$ cat config.mk
export PLATFORM = sky130hd
export DESIGN_NAME = riscv_core
export DESIGN_NICKNAME = d
export VERILOG_FILES = /design/src/common/riscv_pkg.sv /design/src/common/riscv_id_ex_if.sv /design/src/core/riscv_if.sv /design/src/core/riscv_id.sv /design/src/core/riscv_ex.sv /design/src/core/riscv_rf.sv /design/src/debug/riscv_du.sv /design/src/riscv_core.sv
export VERILOG_INCLUDE_DIRS = /design/src /design/src/common
export SDC_FILE = /design/constraint.sdc
export NUM_CORES = 2
export LEC_CHECK = 0
export BUFFER_PORTS_ARGS = -buffer_cell sky130_fd_sc_hd__buf_2
export CAP_MARGIN = 20
export CORE_ASPECT_RATIO = 0.7
export CORE_MARGIN = 4
export CORE_UTILIZATION = 35
export CTS_CLUSTER_DIAMETER = 80
export DETAILED_ROUTE_END_ITERATION = 7
export PLACE_DENSITY = 0.57
export SYNTH_ARGS = -nofsm -noshare
export SYNTH_HDL_FRONTEND = slang
export SYNTH_SLANG_ARGS = --single-unit
$ cat constraint.sdc
create_clock -name clk_i -period 13.6 [get_ports clk_i]
set_clock_uncertainty 0.2 [all_clocks]
set_input_delay 0.68 -clock clk_i [delete_from_list [all_inputs] [get_ports clk_i]]
set_output_delay 0.68 -clock clk_i [all_outputs]
set_load 0.03 [all_outputs]
$ cat src/common/riscv_defs.svh
// Core-wide constants
// Data width, reset PC, debug address map
// Major opcodes of the supported instruction set

`ifndef RISCV_DEFS_SVH
`define RISCV_DEFS_SVH

////////////////////////////////////////////////////////////
// Widths and reset vector
////////////////////////////////////////////////////////////
`define XLEN           32
`define PC_INIT        32'h0000_0200   // First fetch address

////////////////////////////////////////////////////////////
// Debug address map
////////////////////////////////////////////////////////////
`define DBG_ADDR_SIZE  16
`define DBG_GPR_BASE   16'h1000        // x0, then x1..x31 upwards

////////////////////////////////////////////////////////////
// Major opcodes
////////////////////////////////////////////////////////////
`define OPC_OP         7'b0110011      // Register-register ALU
`define OPC_OP_IMM     7'b0010011      // Register-immediate ALU
`define OPC_LUI        7'b0110111

`endif

$ cat src/common/riscv_pkg.sv
// Shared types of the integer pipeline
// Instruction word, register index, ALU function
// Field extraction helpers for the decoder

package riscv_pkg;

  `include "riscv_defs.svh"

  typedef logic [31:0] instruction_t;  // Raw instruction word
  typedef logic [ 4:0] rsd_t;          // Register index

  typedef enum logic [3:0] {
    ALU_ADD,
    ALU_SUB,
    ALU_SLL,
    ALU_SLT,
    ALU_SLTU,
    ALU_XOR,
    ALU_SRL,
    ALU_SRA,
    ALU_OR,
    ALU_AND,
    ALU_PASSB                          // LUI passes operand B
  } alu_op_t;

  // I-type immediate, sign extended
  function automatic logic [`XLEN-1:0] imm_i(input instruction_t insn);
    return {{(`XLEN-12){insn[31]}}, insn[31:20]};
  endfunction

  // U-type immediate, low 12 bits zero
  function automatic logic [`XLEN-1:0] imm_u(input instruction_t insn);
    return {insn[31:12], 12'h000};
  endfunction

endpackage

$ cat src/common/riscv_id_ex_if.sv
// Decode to execute link
// One decoded ALU operation with its operands

`timescale 1ns/100ps

`include "riscv_defs.svh"

interface riscv_id_ex_if;

  logic                valid;  // Stage holds an instruction
  riscv_pkg::alu_op_t  alu_op;
  logic [`XLEN-1:0]    opa;
  logic [`XLEN-1:0]    opb;
  riscv_pkg::rsd_t     dst;
  logic                we;     // Low for no-ops and x0

  modport id (output valid, alu_op, opa, opb, dst, we);
  modport ex (input  valid, alu_op, opa, opb, dst, we);

endinterface

$ cat src/core/riscv_if.sv
// Instruction fetch stage
// Program counter, fetch request handshake, fetch register

`timescale 1ns/100ps

`include "riscv_defs.svh"

module riscv_if (
  input  logic                    clk_i,
  input  logic                    arst_n_i,

  output logic [`XLEN-1:0]        imem_adr_o,
  output logic                    imem_req_o,
  input  logic                    imem_ack_i,
  input  logic [`XLEN-1:0]        imem_parcel_i,

  input  logic                    du_stall_i,

  output logic                    if_valid_o,
  output riscv_pkg::instruction_t if_insn_o
);

  logic fetch_done;  // Open request completes this cycle

  assign fetch_done = imem_req_o & imem_ack_i;

  // PC and request control
  always_ff @(posedge clk_i or negedge arst_n_i)
    if (!arst_n_i)
    begin
      imem_adr_o <= `PC_INIT;
      imem_req_o <= 1'b0;
      if_valid_o <= 1'b0;
    end
    else
    begin
      if_valid_o <= fetch_done;
      if (fetch_done) imem_adr_o <= imem_adr_o + 'd4;

      // Under debug stall the open request still runs to its ack
      if (!imem_req_o || imem_ack_i) imem_req_o <= ~du_stall_i;
    end

  // Fetch register
  always_ff @(posedge clk_i)
    if (fetch_done) if_insn_o <= imem_parcel_i;

  // A waiting request keeps its address
  a_adr_stable : assert property (
    @(posedge clk_i) disable iff (!arst_n_i)
    imem_req_o && !imem_ack_i |=> imem_req_o && $stable(imem_adr_o));

endmodule

$ cat src/core/riscv_id.sv
// Instruction decode stage
// Opcode decode, immediate generation, operand bypass
// Decode register towards execute

`timescale 1ns/100ps

`include "riscv_defs.svh"

module riscv_id (
  input  logic                    clk_i,
  input  logic                    arst_n_i,

  input  logic                    if_valid_i,
  input  riscv_pkg::instruction_t if_insn_i,

  // Register file read
  output riscv_pkg::rsd_t         rf_src1_o,
  output riscv_pkg::rsd_t         rf_src2_o,
  input  logic [`XLEN-1:0]        rf_srcv1_i,
  input  logic [`XLEN-1:0]        rf_srcv2_i,

  // Bypass sources
  input  logic [`XLEN-1:0]        ex_r_i,
  input  logic                    wb_we_i,
  input  riscv_pkg::rsd_t         wb_dst_i,
  input  logic [`XLEN-1:0]        wb_r_i,

  riscv_id_ex_if.id               id_ex
);

  logic [6:0]         opcode, funct7;
  logic [2:0]         funct3;
  riscv_pkg::rsd_t    rd;
  logic               alt;        // SUB or SRA variant
  logic               f7_ok;
  logic               legal;
  riscv_pkg::alu_op_t alu_op;
  logic [`XLEN-1:0]   opa, opb;

  assign opcode    = if_insn_i[ 6: 0];
  assign rd        = if_insn_i[11: 7];
  assign funct3    = if_insn_i[14:12];
  assign funct7    = if_insn_i[31:25];
  assign rf_src1_o = if_insn_i[19:15];
  assign rf_src2_o = if_insn_i[24:20];

  ////////////////////////////////////////////////////////////
  // Decoder
  ////////////////////////////////////////////////////////////
  assign alt   = if_insn_i[30] & (opcode == `OPC_OP || funct3 == 3'b101);
  assign f7_ok = (funct7 == 7'h00) ||
                 (funct7 == 7'h20 && (funct3 == 3'b000 || funct3 == 3'b101));

  always_comb
  begin
    case (funct3)
      3'b000 : alu_op = alt ? riscv_pkg::ALU_SUB : riscv_pkg::ALU_ADD;
      3'b001 : alu_op = riscv_pkg::ALU_SLL;
      3'b010 : alu_op = riscv_pkg::ALU_SLT;
      3'b011 : alu_op = riscv_pkg::ALU_SLTU;
      3'b100 : alu_op = riscv_pkg::ALU_XOR;
      3'b101 : alu_op = alt ? riscv_pkg::ALU_SRA : riscv_pkg::ALU_SRL;
      3'b110 : alu_op = riscv_pkg::ALU_OR;
      default: alu_op = riscv_pkg::ALU_AND;
    endcase

    case (opcode)
      `OPC_OP    : legal = f7_ok;
      `OPC_OP_IMM: legal = (funct3[1:0] != 2'b01) || f7_ok;  // Shifts check funct7
      `OPC_LUI   : legal = 1'b1;
      default    : legal = 1'b0;                             // Retires as no-op
    endcase

    if (opcode == `OPC_LUI) alu_op = riscv_pkg::ALU_PASSB;
  end

  ////////////////////////////////////////////////////////////
  // Operand selection
  ////////////////////////////////////////////////////////////
  // Youngest producer wins
  function automatic logic [`XLEN-1:0] bypass(input riscv_pkg::rsd_t  src,
                                              input logic [`XLEN-1:0] rfv);
    if (id_ex.we && id_ex.dst == src) return ex_r_i;
    else if (wb_we_i && wb_dst_i == src) return wb_r_i;
    else return rfv;
  endfunction

  always_comb
  begin
    opa = bypass(rf_src1_o, rf_srcv1_i);
    case (opcode)
      `OPC_OP    : opb = bypass(rf_src2_o, rf_srcv2_i);
      `OPC_OP_IMM: opb = riscv_pkg::imm_i(if_insn_i);
      default    : opb = riscv_pkg::imm_u(if_insn_i);
    endcase
  end

  ////////////////////////////////////////////////////////////
  // Decode register
  ////////////////////////////////////////////////////////////
  always_ff @(posedge clk_i or negedge arst_n_i)
    if (!arst_n_i)
    begin
      id_ex.valid <= 1'b0;
      id_ex.we    <= 1'b0;
    end
    else
    begin
      id_ex.valid <= if_valid_i;
      id_ex.we    <= if_valid_i & legal & (rd != '0);
    end

  always_ff @(posedge clk_i)
    if (if_valid_i)
    begin
      id_ex.alu_op <= alu_op;
      id_ex.opa    <= opa;
      id_ex.opb    <= opb;
      id_ex.dst    <= rd;
    end

  // x0 is never a write-back target
  a_no_x0_write : assert property (
    @(posedge clk_i) disable iff (!arst_n_i)
    id_ex.we |-> id_ex.valid && id_ex.dst != '0);

endmodule

$ cat src/core/riscv_ex.sv
// Execute stage
// ALU and write-back register

`timescale 1ns/100ps

`include "riscv_defs.svh"

module riscv_ex (
  input  logic             clk_i,
  input  logic             arst_n_i,

  riscv_id_ex_if.ex        id_ex,

  output logic [`XLEN-1:0] ex_r_o,   // Also fed back for bypass
  output logic             wb_we_o,
  output riscv_pkg::rsd_t  wb_dst_o,
  output logic [`XLEN-1:0] wb_r_o
);

  logic [4:0] shamt;

  assign shamt = id_ex.opb[4:0];

  // ALU
  always_comb
    case (id_ex.alu_op)
      riscv_pkg::ALU_ADD  : ex_r_o = id_ex.opa + id_ex.opb;
      riscv_pkg::ALU_SUB  : ex_r_o = id_ex.opa - id_ex.opb;
      riscv_pkg::ALU_SLL  : ex_r_o = id_ex.opa << shamt;
      riscv_pkg::ALU_SLT  : ex_r_o = {{(`XLEN-1){1'b0}},
                                      $signed(id_ex.opa) < $signed(id_ex.opb)};
      riscv_pkg::ALU_SLTU : ex_r_o = {{(`XLEN-1){1'b0}}, id_ex.opa < id_ex.opb};
      riscv_pkg::ALU_XOR  : ex_r_o = id_ex.opa ^ id_ex.opb;
      riscv_pkg::ALU_SRL  : ex_r_o = id_ex.opa >> shamt;
      riscv_pkg::ALU_SRA  : ex_r_o = $unsigned($signed(id_ex.opa) >>> shamt);
      riscv_pkg::ALU_OR   : ex_r_o = id_ex.opa | id_ex.opb;
      riscv_pkg::ALU_AND  : ex_r_o = id_ex.opa & id_ex.opb;
      default             : ex_r_o = id_ex.opb;  // PASSB
    endcase

  ////////////////////////////////////////////////////////////
  // Write-back register
  ////////////////////////////////////////////////////////////
  always_ff @(posedge clk_i or negedge arst_n_i)
    if (!arst_n_i) wb_we_o <= 1'b0;
    else           wb_we_o <= id_ex.valid & id_ex.we;

  always_ff @(posedge clk_i)
    if (id_ex.valid)
    begin
      wb_dst_o <= id_ex.dst;
      wb_r_o   <= ex_r_o;
    end

endmodule

$ cat src/core/riscv_rf.sv
// Integer register file
// 31 writable registers, x0 reads zero
// Two pipeline read ports, one write port shared with debug

`timescale 1ns/100ps

`include "riscv_defs.svh"

module riscv_rf (
  input  logic             clk_i,
  input  logic             arst_n_i,

  input  riscv_pkg::rsd_t  rf_src1_i,
  input  riscv_pkg::rsd_t  rf_src2_i,
  output logic [`XLEN-1:0] rf_srcv1_o,
  output logic [`XLEN-1:0] rf_srcv2_o,

  input  logic             rf_we_i,
  input  riscv_pkg::rsd_t  rf_dst_i,
  input  logic [`XLEN-1:0] rf_d_i,

  input  logic             du_re_rf_i,
  input  logic             du_we_rf_i,
  input  riscv_pkg::rsd_t  du_addr_i,
  input  logic [`XLEN-1:0] du_d_i,
  output logic [`XLEN-1:0] du_rf_q_o
);

  logic [`XLEN-1:0] mem [1:31];

  function automatic logic [`XLEN-1:0] rd_reg(input riscv_pkg::rsd_t idx);
    return (idx == '0) ? '0 : mem[idx];
  endfunction

  assign rf_srcv1_o = rd_reg(rf_src1_i);
  assign rf_srcv2_o = rd_reg(rf_src2_i);

  // Debug owns the write port while the pipeline is drained
  always_ff @(posedge clk_i)
    if (du_we_rf_i)
    begin
      if (du_addr_i != '0) mem[du_addr_i] <= du_d_i;
    end
    else if (rf_we_i && rf_dst_i != '0) mem[rf_dst_i] <= rf_d_i;

  always_ff @(posedge clk_i)
    if (du_re_rf_i) du_rf_q_o <= rd_reg(du_addr_i);

  a_one_writer : assert property (
    @(posedge clk_i) disable iff (!arst_n_i) !(rf_we_i && du_we_rf_i));

endmodule

$ cat src/debug/riscv_du.sv
// Debug unit
// Core stall, drain detection, GPR access sequencing

`timescale 1ns/100ps

`include "riscv_defs.svh"

module riscv_du (
  input  logic                      clk_i,
  input  logic                      arst_n_i,

  // Debug bus
  input  logic                      dbg_stall_i,
  input  logic                      dbg_strb_i,
  input  logic                      dbg_we_i,
  input  logic [`DBG_ADDR_SIZE-1:0] dbg_addr_i,
  input  logic [`XLEN         -1:0] dbg_dati_i,
  output logic [`XLEN         -1:0] dbg_dato_o,
  output logic                      dbg_ack_o,

  // Pipeline status
  output logic                      du_stall_o,
  input  logic                      if_valid_i,
  input  logic                      id_valid_i,
  input  logic                      wb_we_i,
  input  logic                      imem_req_i,

  // Register file access
  output logic                      du_re_rf_o,
  output logic                      du_we_rf_o,
  output riscv_pkg::rsd_t           du_addr_o,
  output logic [`XLEN         -1:0] du_dato_o,
  input  logic [`XLEN         -1:0] du_rf_q_i
);

  localparam logic [`DBG_ADDR_SIZE-1:0] GPR_BASE = `DBG_GPR_BASE;

  logic drained;
  logic gpr_hit;   // Address falls in x0..x31
  logic start;
  logic acc_q;     // Access cycle
  logic rd_hit_q;  // Ack carries register data

  assign du_stall_o = dbg_stall_i;
  assign drained    = ~(if_valid_i | id_valid_i | wb_we_i | imem_req_i);
  assign gpr_hit    = dbg_addr_i[`DBG_ADDR_SIZE-1:5] == GPR_BASE[`DBG_ADDR_SIZE-1:5];

  // Strobe is held until ack, so no start in access or ack cycle
  assign start      = dbg_stall_i & drained & dbg_strb_i & ~acc_q & ~dbg_ack_o;

  ////////////////////////////////////////////////////////////
  // Register file access
  ////////////////////////////////////////////////////////////
  assign du_addr_o  = dbg_addr_i[4:0];
  assign du_dato_o  = dbg_dati_i;
  assign du_re_rf_o = acc_q & gpr_hit & ~dbg_we_i;
  assign du_we_rf_o = acc_q & gpr_hit &  dbg_we_i;

  assign dbg_dato_o = rd_hit_q ? du_rf_q_i : '0;  // Misses read zero

  // Sequencer from strobe to access to ack
  always_ff @(posedge clk_i or negedge arst_n_i)
    if (!arst_n_i)
    begin
      acc_q     <= 1'b0;
      dbg_ack_o <= 1'b0;
      rd_hit_q  <= 1'b0;
    end
    else
    begin
      acc_q     <= start;
      dbg_ack_o <= acc_q;
      rd_hit_q  <= du_re_rf_o;
    end

endmodule

$ cat src/riscv_core.sv
// Integer pipeline top level
// Fetch, decode, execute, register file and debug unit

`timescale 1ns/100ps

`include "riscv_defs.svh"

module riscv_core (
  input  logic                      clk_i,
  input  logic                      arst_n_i,

  // Instruction fetch
  output logic [`XLEN         -1:0] imem_adr_o,
  output logic                      imem_req_o,
  input  logic                      imem_ack_i,
  input  logic [`XLEN         -1:0] imem_parcel_i,

  // Debug
  input  logic                      dbg_stall_i,
  input  logic                      dbg_strb_i,
  input  logic                      dbg_we_i,
  input  logic [`DBG_ADDR_SIZE-1:0] dbg_addr_i,
  input  logic [`XLEN         -1:0] dbg_dati_i,
  output logic [`XLEN         -1:0] dbg_dato_o,
  output logic                      dbg_ack_o
);

  ////////////////////////////////////////////////////////////
  // Internal nets
  ////////////////////////////////////////////////////////////
  logic                     if_valid;
  riscv_pkg::instruction_t  if_insn;

  riscv_pkg::rsd_t          rf_src1, rf_src2;
  logic [`XLEN-1:0]         rf_srcv1, rf_srcv2;

  logic [`XLEN-1:0]         ex_r;          // Bypass from execute
  logic                     wb_we;
  riscv_pkg::rsd_t          wb_dst;
  logic [`XLEN-1:0]         wb_r;

  logic                     du_stall;
  logic                     du_re_rf, du_we_rf;
  riscv_pkg::rsd_t          du_addr;
  logic [`XLEN-1:0]         du_dato, du_rf_q;

  riscv_id_ex_if id_ex ();

  ////////////////////////////////////////////////////////////
  // Pipeline stages
  ////////////////////////////////////////////////////////////
  riscv_if if_unit (
    .clk_i         ( clk_i         ),
    .arst_n_i      ( arst_n_i      ),
    .imem_adr_o    ( imem_adr_o    ),
    .imem_req_o    ( imem_req_o    ),
    .imem_ack_i    ( imem_ack_i    ),
    .imem_parcel_i ( imem_parcel_i ),
    .du_stall_i    ( du_stall      ),
    .if_valid_o    ( if_valid      ),
    .if_insn_o     ( if_insn       ) );

  riscv_id id_unit (
    .clk_i      ( clk_i    ),
    .arst_n_i   ( arst_n_i ),
    .if_valid_i ( if_valid ),
    .if_insn_i  ( if_insn  ),
    .rf_src1_o  ( rf_src1  ),
    .rf_src2_o  ( rf_src2  ),
    .rf_srcv1_i ( rf_srcv1 ),
    .rf_srcv2_i ( rf_srcv2 ),
    .ex_r_i     ( ex_r     ),
    .wb_we_i    ( wb_we    ),
    .wb_dst_i   ( wb_dst   ),
    .wb_r_i     ( wb_r     ),
    .id_ex      ( id_ex.id ) );

  riscv_ex ex_unit (
    .clk_i    ( clk_i    ),
    .arst_n_i ( arst_n_i ),
    .id_ex    ( id_ex.ex ),
    .ex_r_o   ( ex_r     ),
    .wb_we_o  ( wb_we    ),
    .wb_dst_o ( wb_dst   ),
    .wb_r_o   ( wb_r     ) );

  ////////////////////////////////////////////////////////////
  // Register file and debug
  ////////////////////////////////////////////////////////////
  riscv_rf int_rf (
    .clk_i      ( clk_i    ),
    .arst_n_i   ( arst_n_i ),
    .rf_src1_i  ( rf_src1  ),
    .rf_src2_i  ( rf_src2  ),
    .rf_srcv1_o ( rf_srcv1 ),
    .rf_srcv2_o ( rf_srcv2 ),
    .rf_we_i    ( wb_we    ),
    .rf_dst_i   ( wb_dst   ),
    .rf_d_i     ( wb_r     ),
    .du_re_rf_i ( du_re_rf ),
    .du_we_rf_i ( du_we_rf ),
    .du_addr_i  ( du_addr  ),
    .du_d_i     ( du_dato  ),
    .du_rf_q_o  ( du_rf_q  ) );

  riscv_du du_unit (
    .clk_i       ( clk_i       ),
    .arst_n_i    ( arst_n_i    ),
    .dbg_stall_i ( dbg_stall_i ),
    .dbg_strb_i  ( dbg_strb_i  ),
    .dbg_we_i    ( dbg_we_i    ),
    .dbg_addr_i  ( dbg_addr_i  ),
    .dbg_dati_i  ( dbg_dati_i  ),
    .dbg_dato_o  ( dbg_dato_o  ),
    .dbg_ack_o   ( dbg_ack_o   ),
    .du_stall_o  ( du_stall    ),
    .if_valid_i  ( if_valid    ),
    .id_valid_i  ( id_ex.valid ),
    .wb_we_i     ( wb_we       ),
    .imem_req_i  ( imem_req_o  ),
    .du_re_rf_o  ( du_re_rf    ),
    .du_we_rf_o  ( du_we_rf    ),
    .du_addr_o   ( du_addr     ),
    .du_dato_o   ( du_dato     ),
    .du_rf_q_i   ( du_rf_q     ) );

endmodule

==> metrics.txt <==
Routed WL per cell=35.3 um; min-delay worst type=input port to register; CTS tree=built; Slew Limit Fails=0; share of cells above drive strength 1=0.292; placed inst area=77600 um^2; clock buffer depth=3; total negative slack=0 ns; Seq/Total Area, Yosys=0.490; Total GRT Usage=0.250; PostCTS Resize Cnt=0; CP max FO=36; drt drc=0; Pre-Repair DR Iteration Count=7; core area=209000 um^2; fin worst setup slack=8.30 ns; Achievable Freq=189 MHz; Post-Syn Instances=5033; final non-filler cell total=7916; Avg Inst Size Synth=14.7 um^2; number of synthesized flops with an enable pin=1166; Async S/R FF share, synth=0.0313; final worst-path cycle share=0.390; Crit. End Element=register; chip height=392 um; largest net degree at the start of global routing=97; HPWL after DPL=186000 um; headroom to the max-slew limit=0.0461; worst reg-to-reg setup slack=8.30 ns; GR Overflow Total=0; fin crit period=5.30 ns; die footprint=218000 um^2; setup violators final=0; CP startpoint kind=register; register clock-pin slew on the reported worst setup and hold paths=0.07 ns; first-pass GRT wire length=391000 um; Hold EP=if_unit.if_insn_o[22]; met2 routed WL=113000 um; HP Start=imem_parcel_i[22]; prevailing post-synth register cell=edfxtp_1; status=complete, no violations; Final ANT Viol Nets=0; number of distinct library cells after synthesis=106; placer congestion estimate=1.04; Yosys warnings=0; RSZ-0062 raised after global routing=false; Skew-Pair Late Insertion Delay=0.80 ns; final core utilization=0.394; Layout Area Growth over Synthesis=11.5%; Worst R2R End=int_rf.mem[31][13]; peak supply drop=0.000126 V; M1 wire length=119000 um; port bufs=149; vias in the first global route=49786; CP Data Required Time=13.78 ns; drt total wl=279000 um; die width=557 um; final non-filler cell area=82200 um^2; nets=5221; metal3 WL=37500 um; number of vias per cell=6.58; Placed Cells=7642; First DRT Iteration DRCs=7472; CTS Sinks=1214; final hold vios=0; Netlist Area Pre-Place=73800 um^2; cts bufs inserted=118; # fillers=19219; FF+latch count, synth=1214; row cnt=140; detailed-route via count=52109; crit path DAT=5.48 ns; static leakage=27.3 nW; PwrDens=117 nW/um^2; Reg-to-Reg Start=du_unit.acc_q; Initial Util=0.353; antenna violations before repair=25; Top Metal Used=met5; Worst Setup Path Type=register to register; max_cap viols=0; root buf cell=clkbuf_16; Pwr Total=9.65 mW; Top Ports=152; worst-case reg-to-reg path depth=9; hold slack=0.0364 ns; H-tree Lvls=3; worst hold path depth=1; Placement Setup Slack=7.89 ns; actual slew at the worst max-slew pin=1.41 ns
-- metal layers --
layer / global-route usage / vias to the layer above
met3: 0.0840 / 447
met5: 0.0142 / -
met1: 0.375 / 27151
met4: 0.0724 / 8
met2: 0.339 / 3737
li1: - / 20766
-- registers in the layout (all words and copies together) (netlist names), named ones only --
| signal | flops |
|---|---|
| id_unit.id_ex.valid | 1 |
| int_rf.mem | 992 |
| if_unit.imem_req_o | 1 |
| if_unit.if_insn_o | 32 |
| ex_unit.wb_dst_o | 5 |
| id_unit.id_ex.opb | 32 |
| id_unit.id_ex.alu_op | 4 |
| int_rf.du_rf_q_o | 32 |
| du_unit.rd_hit_q | 1 |
| du_unit.acc_q | 1 |
| ex_unit.wb_r_o | 32 |
| ex_unit.wb_we_o | 1 |
| id_unit.id_ex.dst | 5 |
| if_unit.imem_adr_o | 30 |
| du_unit.dbg_ack_o | 1 |
| id_unit.id_ex.we | 1 |
| id_unit.id_ex.opa | 32 |
| if_unit.if_valid_o | 1 |
-- synthesized netlist by cell type, types with 48 or more instances --
cell type,count,share of area
edfxtp_1,1166,0.47
mux4_2,833,0.25
nor2_1,432,0.022
mux2i_1,320,0.043
a21oi_1,286,0.019
clkbuf_1,261,0.013
nand2_1,183,0.0093
o21ai_0,130,0.0088
inv_1,113,0.0058
ha_1,101,0.017
a211oi_1,100,0.010
buf_2,99,0.0067
mux2_2,86,0.013
buf_1,67,0.0034
o221ai_1,50,0.0059
o22ai_1,48,0.0041
-- cells in the final DEF (no fill, tap or decap), drive strengths merged, types with 41 or more instances in the layout --
cell type / n
nor3: 42
mux2: 89
ha: 101
buf: 288
o221ai: 51
o211ai: 44
nand3: 41
o22ai: 48
mux4: 833
a21oi: 287
clkbuf: 130
a211oi: 101
o21ai: 143
mux2i: 320
clkinv: 62
nor2: 432
edfxtp: 1166
inv: 123
nand2: 183
and2: 48
-- how the worst max path moves through the flow --
stage | start | end | slack, ns | depth (start not counted)
after floorplan | dbg_addr_i[1] | int_rf.mem[10][0] | 9.24 | 8
after global placement | dbg_addr_i[7] | int_rf.mem[31][5] | 7.35 | 9
after detailed placement | dbg_addr_i[0] | int_rf.du_rf_q_o[20] | 7.89 | 8
after CTS | du_unit.acc_q | int_rf.mem[31][13] | 8.33 | 9
after global routing | du_unit.acc_q | int_rf.mem[31][13] | 8.10 | 9
final | du_unit.acc_q | int_rf.mem[31][13] | 8.30 | 9
-- report_power, final --
group	internal [mW]	switching [mW]	total (mW)
Combinational	0.703	1.08	1.78
Clock	2.01	1.58	3.59
Sequential	4.16	0.125	4.28
-- cell type report --
class	count	area, um^2	area share
Sequential cell	1214	36200	0.440
Multi-Input combinational cell	3255	35600	0.433
Tap cell	2769	3460	0.0421
Clock buffer	128	2990	0.0364
Timing Repair Buffer	325	2320	0.0282
Clock inverter	96	1200	0.0146
Inverter	118	443	0.00539
Antenna cell	11	27.5	0.000335
-- repair_timing --
action                                  CTS  global route
endpoints found under the hold margin    77             0
setup buffers                             0             0
hold buffers                             35             0
endpoints found under the setup margin    0             0
-- worst max-delay path: stages (launching register included) --
cell and delay, ns:
dfrtp_1 0.38, nor4b_2 0.39, buf_4 0.28, nand4_1 0.47, o211ai_1 0.44, buf_4 0.59, a32o_1 0.37, nand3b_1 0.36
nor2_4 0.77, buf_4 0.55
-- cell families after synthesis --
kind of cell / synth area share
other: 0.0000508
AND/OR/NAND/NOR: 0.0549
buffers and inverters: 0.0319
flip-flops: 0.490
multiplexers: 0.311
adder cells (fa/ha/maj): 0.0177
XOR/XNOR: 0.00748
AO/OA/AOI/OAI: 0.0863
No activity file was read; power rests on OpenSTA's default activity.
